`src/sim/imem.hex`:
```
// One 16-bit instruction word per line in hex, word 0 first
// Opcode C in bits 15 to 12 marks a conditional branch, 0000 is never used
1101
2212
C006
3323
4434
C00A
5545
1156
6656
C012
7767
2278
8878
C01E
9989
3390
A09A
C024
B0AB
44BC
D0BC
C008
E0CD
55DE
F0DE
C030
1EF0
6601
2F01
C03A
7712
3A23

```
`src/design/isa_pkg.sv`:
```
// Instruction set constants shared by the fetch front end
package isa_pkg;

  //////////////////////////////////////////////////////////////////////
  // Word and address widths
  //////////////////////////////////////////////////////////////////////
  localparam int WORD_W = 16;  // Instruction and data word
  localparam int ADDR_W = 16;  // Byte address

  //////////////////////////////////////////////////////////////////////
  // Instruction ROM
  //////////////////////////////////////////////////////////////////////
  localparam int IMEM_WORDS = 32;                   // Depth in 16-bit words
  localparam int IMEM_AW    = $clog2(IMEM_WORDS);   // Word index width
  localparam int IMEM_LSB   = 1;                    // Bit 0 is the byte offset

  // ROM image opened from the run directory
  localparam string IMEM_FILE = "/design/src/sim/imem.hex";

  //////////////////////////////////////////////////////////////////////
  // Encodings
  //////////////////////////////////////////////////////////////////////
  // Bubble inserted by a flush
  localparam logic [WORD_W-1:0] NOP_INSTR = '0;

  // Opcode field sits in bits 15 to 12
  localparam int OPC_LSB = 12;
  localparam int OPC_W   = 4;

  localparam logic [OPC_W-1:0] OP_BRANCH = 4'b1100;  // Conditional branch

endpackage

```
`src/design/bpred_pkg.sv`:
```
// Sizes and encodings of the dynamic branch predictor
package bpred_pkg;

  //////////////////////////////////////////////////////////////////////
  // Table sizes
  //////////////////////////////////////////////////////////////////////
  localparam int BHT_ENTRIES = 8;  // 2-bit saturating counters
  localparam int BTB_ENTRIES = 8;  // Tagged target entries

  //////////////////////////////////////////////////////////////////////
  // PC slicing
  //////////////////////////////////////////////////////////////////////
  // Both tables are indexed by PC bits 3 to 1
  localparam int IDX_LSB = 1;
  localparam int IDX_W   = 3;

  // Tag holds every PC bit above the index
  localparam int TAG_LSB = IDX_LSB + IDX_W;
  localparam int TAG_W   = 12;

  //////////////////////////////////////////////////////////////////////
  // Counter states
  //////////////////////////////////////////////////////////////////////
  localparam logic [1:0] CTR_SNT = 2'd0;  // Strongly not taken
  localparam logic [1:0] CTR_WNT = 2'd1;  // Weakly not taken
  localparam logic [1:0] CTR_WT  = 2'd2;  // Weakly taken
  localparam logic [1:0] CTR_ST  = 2'd3;  // Strongly taken

  localparam logic [1:0] CTR_RESET = CTR_WNT;

endpackage

```
`src/design/branch_predictor.sv`:
```
`timescale 1ns/1ns

// Branch history table plus tagged branch target buffer
// Lookup is combinational on pc_curr and update is clocked from the ID stage
module branch_predictor import isa_pkg::*, bpred_pkg::*; (
  input  logic              clk,
  input  logic              rst,
  input  logic              enable,            // Low while the pipeline stalls
  input  logic [ADDR_W-1:0] pc_curr,           // Address being fetched
  input  logic [ADDR_W-1:0] id_pc,             // Address of the branch in decode
  input  logic [1:0]        id_prediction,     // Counter value seen at its fetch
  input  logic              wen_bht,           // Counter update strobe
  input  logic              wen_btb,           // Target write strobe
  input  logic              actual_taken,      // Resolved direction
  input  logic [ADDR_W-1:0] actual_target,     // Resolved target to cache
  output logic              predicted_taken,   // Redirect fetch to the BTB target
  output logic [1:0]        prediction,        // Raw counter for the fetched PC
  output logic [ADDR_W-1:0] predicted_target   // Cached target for the fetched PC
);

  //////////////////////////////////////////////////////////////////////
  // Storage
  //////////////////////////////////////////////////////////////////////
  logic [1:0]        bht        [BHT_ENTRIES];  // Direction counters
  logic [TAG_W-1:0]  btb_tag    [BTB_ENTRIES];  // Upper PC bits of the owner
  logic [ADDR_W-1:0] btb_target [BTB_ENTRIES];  // Taken target
  logic [BTB_ENTRIES-1:0] btb_valid;            // Entry written since reset

  // Read side slices
  logic [IDX_W-1:0] rd_idx;
  logic [TAG_W-1:0] rd_tag;
  logic             btb_hit;

  // Write side slices
  logic [IDX_W-1:0] wr_idx;
  logic [TAG_W-1:0] wr_tag;
  logic [1:0]       ctr_next;  // Counter after one saturating step

  assign rd_idx = pc_curr[IDX_LSB +: IDX_W];
  assign rd_tag = pc_curr[TAG_LSB +: TAG_W];
  assign wr_idx = id_pc[IDX_LSB +: IDX_W];
  assign wr_tag = id_pc[TAG_LSB +: TAG_W];

  //////////////////////////////////////////////////////////////////////
  // Lookup
  //////////////////////////////////////////////////////////////////////
  assign btb_hit = btb_valid[rd_idx] && (btb_tag[rd_idx] == rd_tag);

  assign prediction       = bht[rd_idx];
  assign predicted_target = btb_target[rd_idx];

  // Only redirect when the counter says taken and the target is known
  assign predicted_taken = prediction[1] & btb_hit;

  //////////////////////////////////////////////////////////////////////
  // Update
  //////////////////////////////////////////////////////////////////////
  // Step from the value the branch was predicted with
  always_comb begin
    ctr_next = id_prediction;
    if (actual_taken) begin
      if (id_prediction != CTR_ST)
        ctr_next = id_prediction + 2'd1;  // Move toward taken
    end else begin
      if (id_prediction != CTR_SNT)
        ctr_next = id_prediction - 2'd1;  // Move toward not taken
    end
  end

  // Counters and valid bits
  always_ff @(posedge clk) begin
    if (rst) begin
      for (int i = 0; i < BHT_ENTRIES; i++)
        bht[i] <= CTR_RESET;  // Start weakly not taken
      btb_valid <= '0;
    end else if (enable) begin
      if (wen_bht)
        bht[wr_idx] <= ctr_next;
      if (wen_btb)
        btb_valid[wr_idx] <= 1'b1;
    end
  end

  // Tag and target payload
  always_ff @(posedge clk) begin
    if (enable && wen_btb) begin
      btb_tag[wr_idx]    <= wr_tag;
      btb_target[wr_idx] <= actual_target;
    end
  end

  //////////////////////////////////////////////////////////////////////
  // Checks
  //////////////////////////////////////////////////////////////////////
  // id_pc comes back from the IF/ID register and must be known by now
  a_bht_idx_known : assert property (
    @(posedge clk) disable iff (rst)
    wen_bht |-> !$isunknown(wr_idx)
  ) else $error("BHT write with unknown index, id_pc=%h", id_pc);

endmodule

```
`src/design/fetch_stage.sv`:
```
`timescale 1ns/1ns

// Fetch stage with PC register, next-PC select, predictor and instruction ROM
module fetch_stage import isa_pkg::*; (
  input  logic              clk,
  input  logic              rst,
  input  logic              stall,              // Hold the PC
  input  logic              update_pc,          // Misprediction redirect
  input  logic [ADDR_W-1:0] actual_target,      // Corrected next address
  input  logic              actual_taken,       // Resolved branch direction
  input  logic              wen_bht,
  input  logic              wen_btb,
  input  logic [ADDR_W-1:0] branch_target,      // Target written into the BTB
  input  logic [ADDR_W-1:0] id_pc,              // PC of the instruction in decode
  input  logic [1:0]        id_prediction,      // Its counter value at fetch
  output logic [ADDR_W-1:0] pc_curr,
  output logic [WORD_W-1:0] pc_inst,            // ROM word at pc_curr
  output logic [1:0]        prediction,
  output logic [ADDR_W-1:0] predicted_target
);

  logic              enable;           // High when not stalled
  logic              predicted_taken;
  logic [ADDR_W-1:0] pc_plus2;
  logic [ADDR_W-1:0] pc_new;

  // ROM contents come from the hex image
  logic [WORD_W-1:0] imem [IMEM_WORDS];

  assign enable = ~stall;

  //////////////////////////////////////////////////////////////////////
  // Next-PC selection
  //////////////////////////////////////////////////////////////////////
  assign pc_plus2 = pc_curr + ADDR_W'(2);  // Sequential fetch

  // Redirect first, then predicted taken, then fall through
  assign pc_new = update_pc       ? actual_target    :
                  predicted_taken ? predicted_target :
                                    pc_plus2;

  // A redirect overrides a stall
  always_ff @(posedge clk) begin
    if (rst)
      pc_curr <= '0;
    else if (enable || update_pc)
      pc_curr <= pc_new;
  end

  branch_predictor branch_predictor_i (
    .clk              (clk),
    .rst              (rst),
    .enable           (enable),
    .pc_curr          (pc_curr),
    .id_pc            (id_pc),
    .id_prediction    (id_prediction),
    .wen_bht          (wen_bht),
    .wen_btb          (wen_btb),
    .actual_taken     (actual_taken),
    .actual_target    (branch_target),  // BTB caches the decoded target
    .predicted_taken  (predicted_taken),
    .prediction       (prediction),
    .predicted_target (predicted_target)
  );

  //////////////////////////////////////////////////////////////////////
  // Instruction ROM
  //////////////////////////////////////////////////////////////////////
  initial $readmemh(IMEM_FILE, imem);

  // Word index wraps over the ROM depth
  assign pc_inst = imem[pc_curr[IMEM_LSB +: IMEM_AW]];

  //////////////////////////////////////////////////////////////////////
  // Checks
  //////////////////////////////////////////////////////////////////////
  // Targets from the BTB and from decode must keep 2-byte alignment
  a_pc_even : assert property (
    @(posedge clk) disable iff (rst) pc_curr[0] == 1'b0
  ) else $error("Odd PC %h", pc_curr);

  a_pc_hold : assert property (
    @(posedge clk) disable iff (rst)
    stall && !update_pc |=> $stable(pc_curr)
  ) else $error("PC moved under stall");

endmodule

```
`src/design/if_id_reg.sv`:
```
`timescale 1ns/1ns

// IF/ID pipeline register with stall hold and flush to a bubble
module if_id_reg import isa_pkg::*; (
  input  logic              clk,
  input  logic              rst,
  input  logic              stall,              // Hold contents
  input  logic              update_pc,          // Flush on redirect
  input  logic [ADDR_W-1:0] pc_curr,
  input  logic [WORD_W-1:0] pc_inst,
  input  logic [1:0]        prediction,
  input  logic [ADDR_W-1:0] predicted_target,
  output logic              id_valid,
  output logic [ADDR_W-1:0] id_pc,
  output logic [WORD_W-1:0] id_instr,
  output logic [1:0]        id_prediction,
  output logic [ADDR_W-1:0] id_predicted_target
);

  logic capture;  // Normal load from fetch

  assign capture = ~stall & ~update_pc;

  // Valid bit and instruction form the bubble
  always_ff @(posedge clk) begin
    if (rst || update_pc) begin
      id_valid <= 1'b0;
      id_instr <= NOP_INSTR;
    end else if (capture) begin
      id_valid <= 1'b1;
      id_instr <= pc_inst;
    end
  end

  // Side information follows the instruction and holds on a flush
  always_ff @(posedge clk) begin
    if (capture) begin
      id_pc               <= pc_curr;
      id_prediction       <= prediction;
      id_predicted_target <= predicted_target;
    end
  end

  //////////////////////////////////////////////////////////////////////
  // Checks
  //////////////////////////////////////////////////////////////////////
  // Decode must never see a live opcode in a bubble
  a_bubble_nop : assert property (
    @(posedge clk) disable iff (rst)
    !id_valid |-> id_instr == NOP_INSTR
  ) else $error("Bubble carries instruction %h", id_instr);

endmodule

```
`src/design/fetch_unit.sv`:
```
`timescale 1ns/1ns

// Fetch front end top joining the fetch stage and the IF/ID register
module fetch_unit import isa_pkg::*; (
  input  logic              clk,
  input  logic              rst,
  input  logic              stall,                // Hazard hold
  input  logic              update_pc,            // Redirect strobe from decode
  input  logic [ADDR_W-1:0] actual_target,        // Corrected address
  input  logic              wen_bht,
  input  logic              actual_taken,
  input  logic              wen_btb,
  input  logic [ADDR_W-1:0] branch_target,
  output logic              id_valid,
  output logic [ADDR_W-1:0] id_pc,
  output logic [WORD_W-1:0] id_instr,
  output logic [1:0]        id_prediction,
  output logic [ADDR_W-1:0] id_predicted_target
);

  // Fetch outputs into the pipeline register
  logic [ADDR_W-1:0] pc_curr;
  logic [WORD_W-1:0] pc_inst;
  logic [1:0]        prediction;
  logic [ADDR_W-1:0] predicted_target;

  fetch_stage fetch_stage_i (
    .clk              (clk),
    .rst              (rst),
    .stall            (stall),
    .update_pc        (update_pc),
    .actual_target    (actual_target),
    .actual_taken     (actual_taken),
    .wen_bht          (wen_bht),
    .wen_btb          (wen_btb),
    .branch_target    (branch_target),
    .id_pc            (id_pc),          // Fed back for predictor update
    .id_prediction    (id_prediction),
    .pc_curr          (pc_curr),
    .pc_inst          (pc_inst),
    .prediction       (prediction),
    .predicted_target (predicted_target)
  );

  if_id_reg if_id_reg_i (
    .clk                 (clk),
    .rst                 (rst),
    .stall               (stall),
    .update_pc           (update_pc),
    .pc_curr             (pc_curr),
    .pc_inst             (pc_inst),
    .prediction          (prediction),
    .predicted_target    (predicted_target),
    .id_valid            (id_valid),
    .id_pc               (id_pc),
    .id_instr            (id_instr),
    .id_prediction       (id_prediction),
    .id_predicted_target (id_predicted_target)
  );

endmodule

```
`config.mk`:
```
export PLATFORM = sky130hd
export DESIGN_NAME = fetch_unit
export DESIGN_NICKNAME = d
export VERILOG_FILES = /design/src/design/isa_pkg.sv /design/src/design/bpred_pkg.sv /design/src/design/branch_predictor.sv /design/src/design/fetch_stage.sv /design/src/design/if_id_reg.sv /design/src/design/fetch_unit.sv
export SDC_FILE = /design/constraint.sdc
export NUM_CORES = 1
export LEC_CHECK = 0
export BUFFER_PORTS_ARGS = -buffer_cell sky130_fd_sc_hd__buf_2
export CAP_MARGIN = 20
export CELL_PAD_IN_SITES_DETAIL_PLACEMENT = 1
export CELL_PAD_IN_SITES_GLOBAL_PLACEMENT = 2
export CORE_ASPECT_RATIO = 1.1
export CORE_MARGIN = 4
export CORE_UTILIZATION = 35
export DETAILED_ROUTE_END_ITERATION = 12
export HOLD_SLACK_MARGIN = 0.03
export PLACE_DENSITY = 0.7
export SYNTH_ARGS = -nofsm -noshare
export SYNTH_HDL_FRONTEND = slang
export SYNTH_SLANG_ARGS = --single-unit
```
`constraint.sdc`:
```
create_clock -name clk -period 3.4 [get_ports clk]
set_input_delay 0.51 -clock clk [delete_from_list [all_inputs] [get_ports clk]]
set_output_delay 0.51 -clock clk [all_outputs]
set_load 0.05 [all_outputs]
```
# --- Word-level counts from Yosys, hierarchy flattened ---
# Memory sizes are Yosys's and may differ from the RTL's. A register that Yosys moved wholly into a read port is not among the register bits.
# Cells that the tools add are included.
classes:
  add_sub_neg: 3
  magnitude_cmp: 3
  eq_ne: 2
  muxes: 26
  bitwise: 5
  reduce_logical: 8
op_table:
  columns: ["cell", "count"]
  rows:
  - ["$mux W16", 2]
  - ["$mux W3", 7]
  - ["$add A16 B2 Y16 const B", 1]
  - ["$eq A12 B12 Y1", 1]
  - ["$mux W1", 11]
  - ["$lt A3 B4 Y1 const B", 2]
  - ["$mux W2", 4]
  - ["$or A8 B8 Y8", 1]
  - ["$bmux W1 S3", 1]
  - ["$demux W1 S3", 1]
  - ["$ge A3 B1 Y1 const B", 1]
  - ["$logic_and A1 B1 Y1", 3]
  - ["$add A2 B1 Y2 const B", 1]
  - ["$and A1 B1 Y1", 2]
  - ["$logic_or A1 B1 Y1", 2]
  - ["$ne A2 B2 Y1 const B", 1]
  - ["$not A1 Y1", 2]
  - ["$reduce_and A2 Y1", 1]
  - ["$reduce_bool A2 Y1", 1]
  - ["$reduce_or A2 Y1", 1]
  - ["$sub A2 B1 Y2 const B", 1]
word_totals:
  ff_bits: 75
  ramBits: 240
  inputBits: 39
  output_inout_bits: 51
  wordCells: 57
  n_memories: 3
mem_list:
  columns: ["name", "words", "width", "rd", "rd_ports_with_merged_regs", "write_ports", "line", "text"]
  rows:
  - ["fetch_stage_i.branch_predictor_i.btb_target", 8, 16, 1, 1, 1, "branch_predictor.sv:26", "logic [ADDR_W-1:0] btb_target [BTB_ENTRIES];"]
  - ["fetch_stage_i.branch_predictor_i.btb_tag", 8, 12, 1, 1, 1, "branch_predictor.sv:25", "logic [TAG_W-1:0] btb_tag [BTB_ENTRIES];"]
  - ["fetch_stage_i.branch_predictor_i.bht", 8, 2, 1, 1, 8, "branch_predictor.sv:24", "logic [1:0] bht [BHT_ENTRIES];"]

# --- Longest topological paths before layout ---
logic_depth:
  word_depth: 8
  ltp_mapped: 13
  depth_no_buf: 9

# --- Cells and area by module ---
# Synthesis repeated with hierarchy kept, for this count alone.
unflattened:
  hier_cells: 755
  hier_area_um2: 12783.5
modules_own_cells:
  columns: ["module", "n_inst", "cells_each", "area_per_inst_um2", "seq_area_each_um2"]
  rows:
  - ["branch_predictor", 1, 473, 9813.2, 7367.1]
  - ["if_id_reg", 1, 91, 1649.1, 1361.3]
  - ["fetch_stage", 1, 191, 1321.3, 320.3]

# --- Worst setup path before layout ---
# Ideal clock, no wire load.
synth_path:
  path_kind: "input-to-reg"
  start: "in stall"
  end: "mem fetch_stage_i.branch_predictor_i.btb_tag[2][0] (enable)"
  setup_ns: 0.450
  arrival_ns: 3.060
  t_required_ns: 2.950
  slack_ns: -0.110
  stages: 4
  n_path_buf: 1
  path_cell_list: "inv_1 clkbuf_1 nand3_1 nor3_1"
synth_between:
  elab_chain_cells: 4
synth_lines:
  columns: ["item", "line", "text"]
  rows:
  - ["start, declared", "fetch_unit.sv:7", "input logic stall,"]
  - ["$not A1 Y1 (no source line)", null, null]
  - ["$logic_and A1 B1 Y1", "branch_predictor.sv:86", "if (enable && wen_btb) begin"]
  - ["$mux W1", "branch_predictor.sv:86", null]
  - ["$mux W1 (not written as such)", "branch_predictor.sv:87", "btb_tag[wr_idx] <= wr_tag;"]
  - ["end, declared", "branch_predictor.sv:25", null]
# No other way between the ends.

==> run_results.csv <==
group,metric,value,unit
clock_tree,ctsHtreeMaxLevel,1,
clock_tree,cts_hold_buffers,0,
run,drv_cap,0,
route,vias,6495,
floorplanning,initial_utilization,0.3546,
synthesis,synth.distinct_cells,56,
final_layout,fill_cells,3404,
final_layout,syn_to_final_growth,16.87,%
sta,period_minus_slack,3108,ps
route,wl,29440,um
synthesis,syn_area,0.01216,mm^2
route,drtIter0Drc,298,
synthesis,synth_flop_cell,"edfxtp_1",
min_path,hp-class,"input port to flip-flop",
clock_tree,clkTransAtPathRegs,60,ps
synthesis,synthTopCellsByCount,"274 x edfxtp_1, 55 x mux4_2, 47 x nor2_1",
placed_design,gp_congestion,0.7145,
clock_tree,clock_latency,560,ps
synthesis,yosysTopAreaCell,"edfxtp_1",
synthesis,synth_area_leaders,"edfxtp_1 68%, mux4_2 10%, dfxtp_1 4.6%",
grt,overflow,0,
sta,tightest_slew,752.4,ps
synthesis,yosysWarnings,0,
synthesis,synth-edff-count,274,
sta,grt_setup_unrepaired,"false",
floorplanning,coreArea,0.03429,mm^2
clock_tree,cts.path.max_buffers,3,
critical_path,critPathLaunchType,"flip-flop",
floorplanning,die_h,203.5,um
synthesis,synth_top_family_by_area,"multiplexers",
floorplanning,io_pins,90,
sta,hold_slack,187.2,ps
clock_tree,postCtsResizedCells,0,
route,wl_met2,15380,um
route,ant_nets,0,
sta,fin_worst_skew,14.47,ps
route,viasPerCell,5.130,
final_layout,drive_gt1_frac,0.2862,
critical_path,critPathKind,"flip-flop to flip-flop",
synthesis,ys_seq_elements,302,
critical_path,cp-endpoint,"fetch_stage_i.pc_curr[14]",
placed_design,post-dp-hpwl,18970,um
power_and_ir_drop,ir_drop,0.3585,mV
route,wl_met1,12620,um
sta,setup_viol,0,
critical_path,critPathArrivalTime,3500,ps
sta,finalCritPeriodShare,0.9140,
synthesis,synth_fa_ha_area_frac,0.001852,
synthesis,synth_compound_area_frac,0.03499,
synthesis,synthArstFlopShare,0,
final_layout,num_antenna_cells,0,
grt,antenna_found_initial,0,
min_path,hold_depth,3,
clock_tree,cts_buffers,31,
clock_tree,post_cts_buffers,0,
sta,finalHoldViolCount,0,
sta,max_slew_margin,0.4984,
route,drc_errors,0,
synthesis,synthSimpleGateAreaFrac,0.06823,
critical_path,critPathCaptureType,"flip-flop",
critical_path,critPathRequiredTime,3800,ps
clock_tree,cts_tree,"done",
grt,grt_pass1_vias,7098,
synthesis,yosysMostFrequentCell,"edfxtp_1",
synthesis,synth.avg_cell_area,17.32,um^2
clock_tree,root_buffer,"clkbuf_16",
sta,tns,0,ps
synthesis,yosysTopAreaCellShare,0.6768,
power_and_ir_drop,power_leakage,4.665,nW
sta,slew_viol_final,0,
floorplanning,die-area,0.03779,mm^2
final_layout,multiInputGateArea,0.003178,mm^2
sta,fmax,0.3218,GHz
route,detail_route.first_pass.iterations,5,
critical_path,r2r_slack,290,ps
critical_path,crit_path_max_fanout,24,
final_layout,regArea,0.008795,mm^2
floorplanning,fp-row-count,71,
final_layout,nets,844,
placed_design,portBuffers,73,
synthesis,ys_seq_area_frac,0.7229,
critical_path,worstReg2RegEnd,"fetch_stage_i.pc_curr[14]",
min_path,min-delay-start,"actual_target[9]",
clock_tree,cts.sinks,302,
route,dr_wl_met3,971,um
grt,grt_max_degree,36,
synthesis,syn_inst,702,
floorplanning,die_x,185.7,um
synthesis,synthXorXnorAreaFrac,0.005043,
grt,grt_pass1_wl,44840,um
route,top_layer,"met4",
power_and_ir_drop,power_density,575.6,mW/mm^2
route,post_drt_wl_per_cell,23.25,um
outcome,status,"finished clean",
synthesis,synthMuxAreaShare,0.1407,
critical_path,worst_r2r_path_depth,10,
grt,grt.total_usage,0.1573,
[metrics by stage]
step	total power (W)	std cells	setup WS [ps]	util	instance area, um^2
6_report	0.008178	1266	292.3	0.4144	14210
5_1_grt	0.008491	1266	101.5	0.4144	14210
4_1_cts	0.008301	1266	244.5	0.4144	14210
3_5_place_dp	0.004935	1209	259.8	0.3854	13220
3_3_place_gp	0.004922	1209	324.8	0.3854	13220
2_1_floorplan	0.004712	717	24.66	-	12220
[worst max-delay path, stage by stage (launching register included)]
cell       delay [ps]
dfxtp_4           380
buf_12            220
mux4_2            520
mux2i_1           240
xor2_1            180
o2111ai_1         140
or4_4             570
buf_12            210
nor2_4            120
mux2i_1           250
a221oi_1          100
[cell families (layout without fill, tap and decap cells)]
logic type / count (synthesis) / count (layout)
compound gates: 65 / 65
xor+xnor: 7 / 7
fa+ha+maj: 2 / 2
buf+inv: 57 / 168
flops: 302 / 302
mux: 100 / 100
other cells: 1 / 16
simple gates: 168 / 168
[worst min path at each step]
stage,to,slack [ps]
5_1_grt,fetch_stage_i.pc_curr[11],190
4_1_cts,fetch_stage_i.pc_curr[9],170
2_1_floorplan,if_id_reg_i.id_pc[3],410
3_3_place_gp,if_id_reg_i.id_pc[0],430
6_report,fetch_stage_i.pc_curr[9],190
3_5_place_dp,if_id_reg_i.id_pc[0],420
[state kept, by name, indices dropped and copies added (netlist names), named ones only]
register                                     flops
fetch_stage_i.branch_predictor_i.btb_valid       8
fetch_stage_i.branch_predictor_i.btb_tag        96
if_id_reg_i.id_predicted_target                 16
fetch_stage_i.branch_predictor_i.btb_target    128
fetch_stage_i.branch_predictor_i.bht            16
if_id_reg_i.id_prediction                        2
if_id_reg_i.id_pc                               16
fetch_stage_i.pc_curr                           16
if_id_reg_i.id_valid                             1
[per-layer routing]
metal / track usage / vias to the layer above
met5: 0 / -
met4: 0.03306 / 0
met3: 0.02176 / 32
met2: 0.2786 / 126
met1: 0.2072 / 3413
li1: - / 2924
[report_power, final]
group | total (W) | leakage (nW) | switching, W | internal [W]
logic | 0.000640 | 1.46 | 0.000402 | 0.000239
registers | 0.00420 | 2.72 | 0.0000711 | 0.00413
clock network | 0.00334 | 0.491 | 0.00138 | 0.00196
[layout by cell type, fill, tap and decap left out, types with 4 or more instances in the layout]
cell / Yosys / routed
edfxtp_1: 274 / 274
buf_2: 10 / 73
mux4_2: 55 / 55
nor2_1: 47 / 40
nand2_1: 39 / 39
clkbuf_16: 0 / 31
mux2i_1: 28 / 28
dfxtp_1: 28 / 25
buf_4: 18 / 24
o21ai_0: 21 / 21
mux2_2: 17 / 17
nand3_1: 17 / 17
conb_1: 1 / 16
nand2b_1: 14 / 14
nor2b_1: 11 / 11
clkinv_1: 0 / 11
a21oi_1: 10 / 10
nor3_1: 11 / 9
inv_1: 8 / 8
nor2_4: 1 / 8
or3_1: 8 / 8
clkinv_2: 0 / 7
buf_12: 0 / 6
xor2_1: 5 / 5
a31oi_1: 4 / 4
o21a_1: 4 / 4
a21boi_0: 4 / 4
bufinv_16: 0 / 4
[layout make-up]
| cell class | count | share of cell area |
|---|---|---|
| clock buffer | 34 | 0.05539 |
| tap | 438 | 0.03857 |
| sequential | 302 | 0.6190 |
| timing repair buffer | 103 | 0.04685 |
| inverter | 8 | 0.002113 |
| multi-input combinational | 358 | 0.2237 |
| clock inverter | 23 | 0.01444 |
Note: power is estimated with default switching activity, not from simulation.
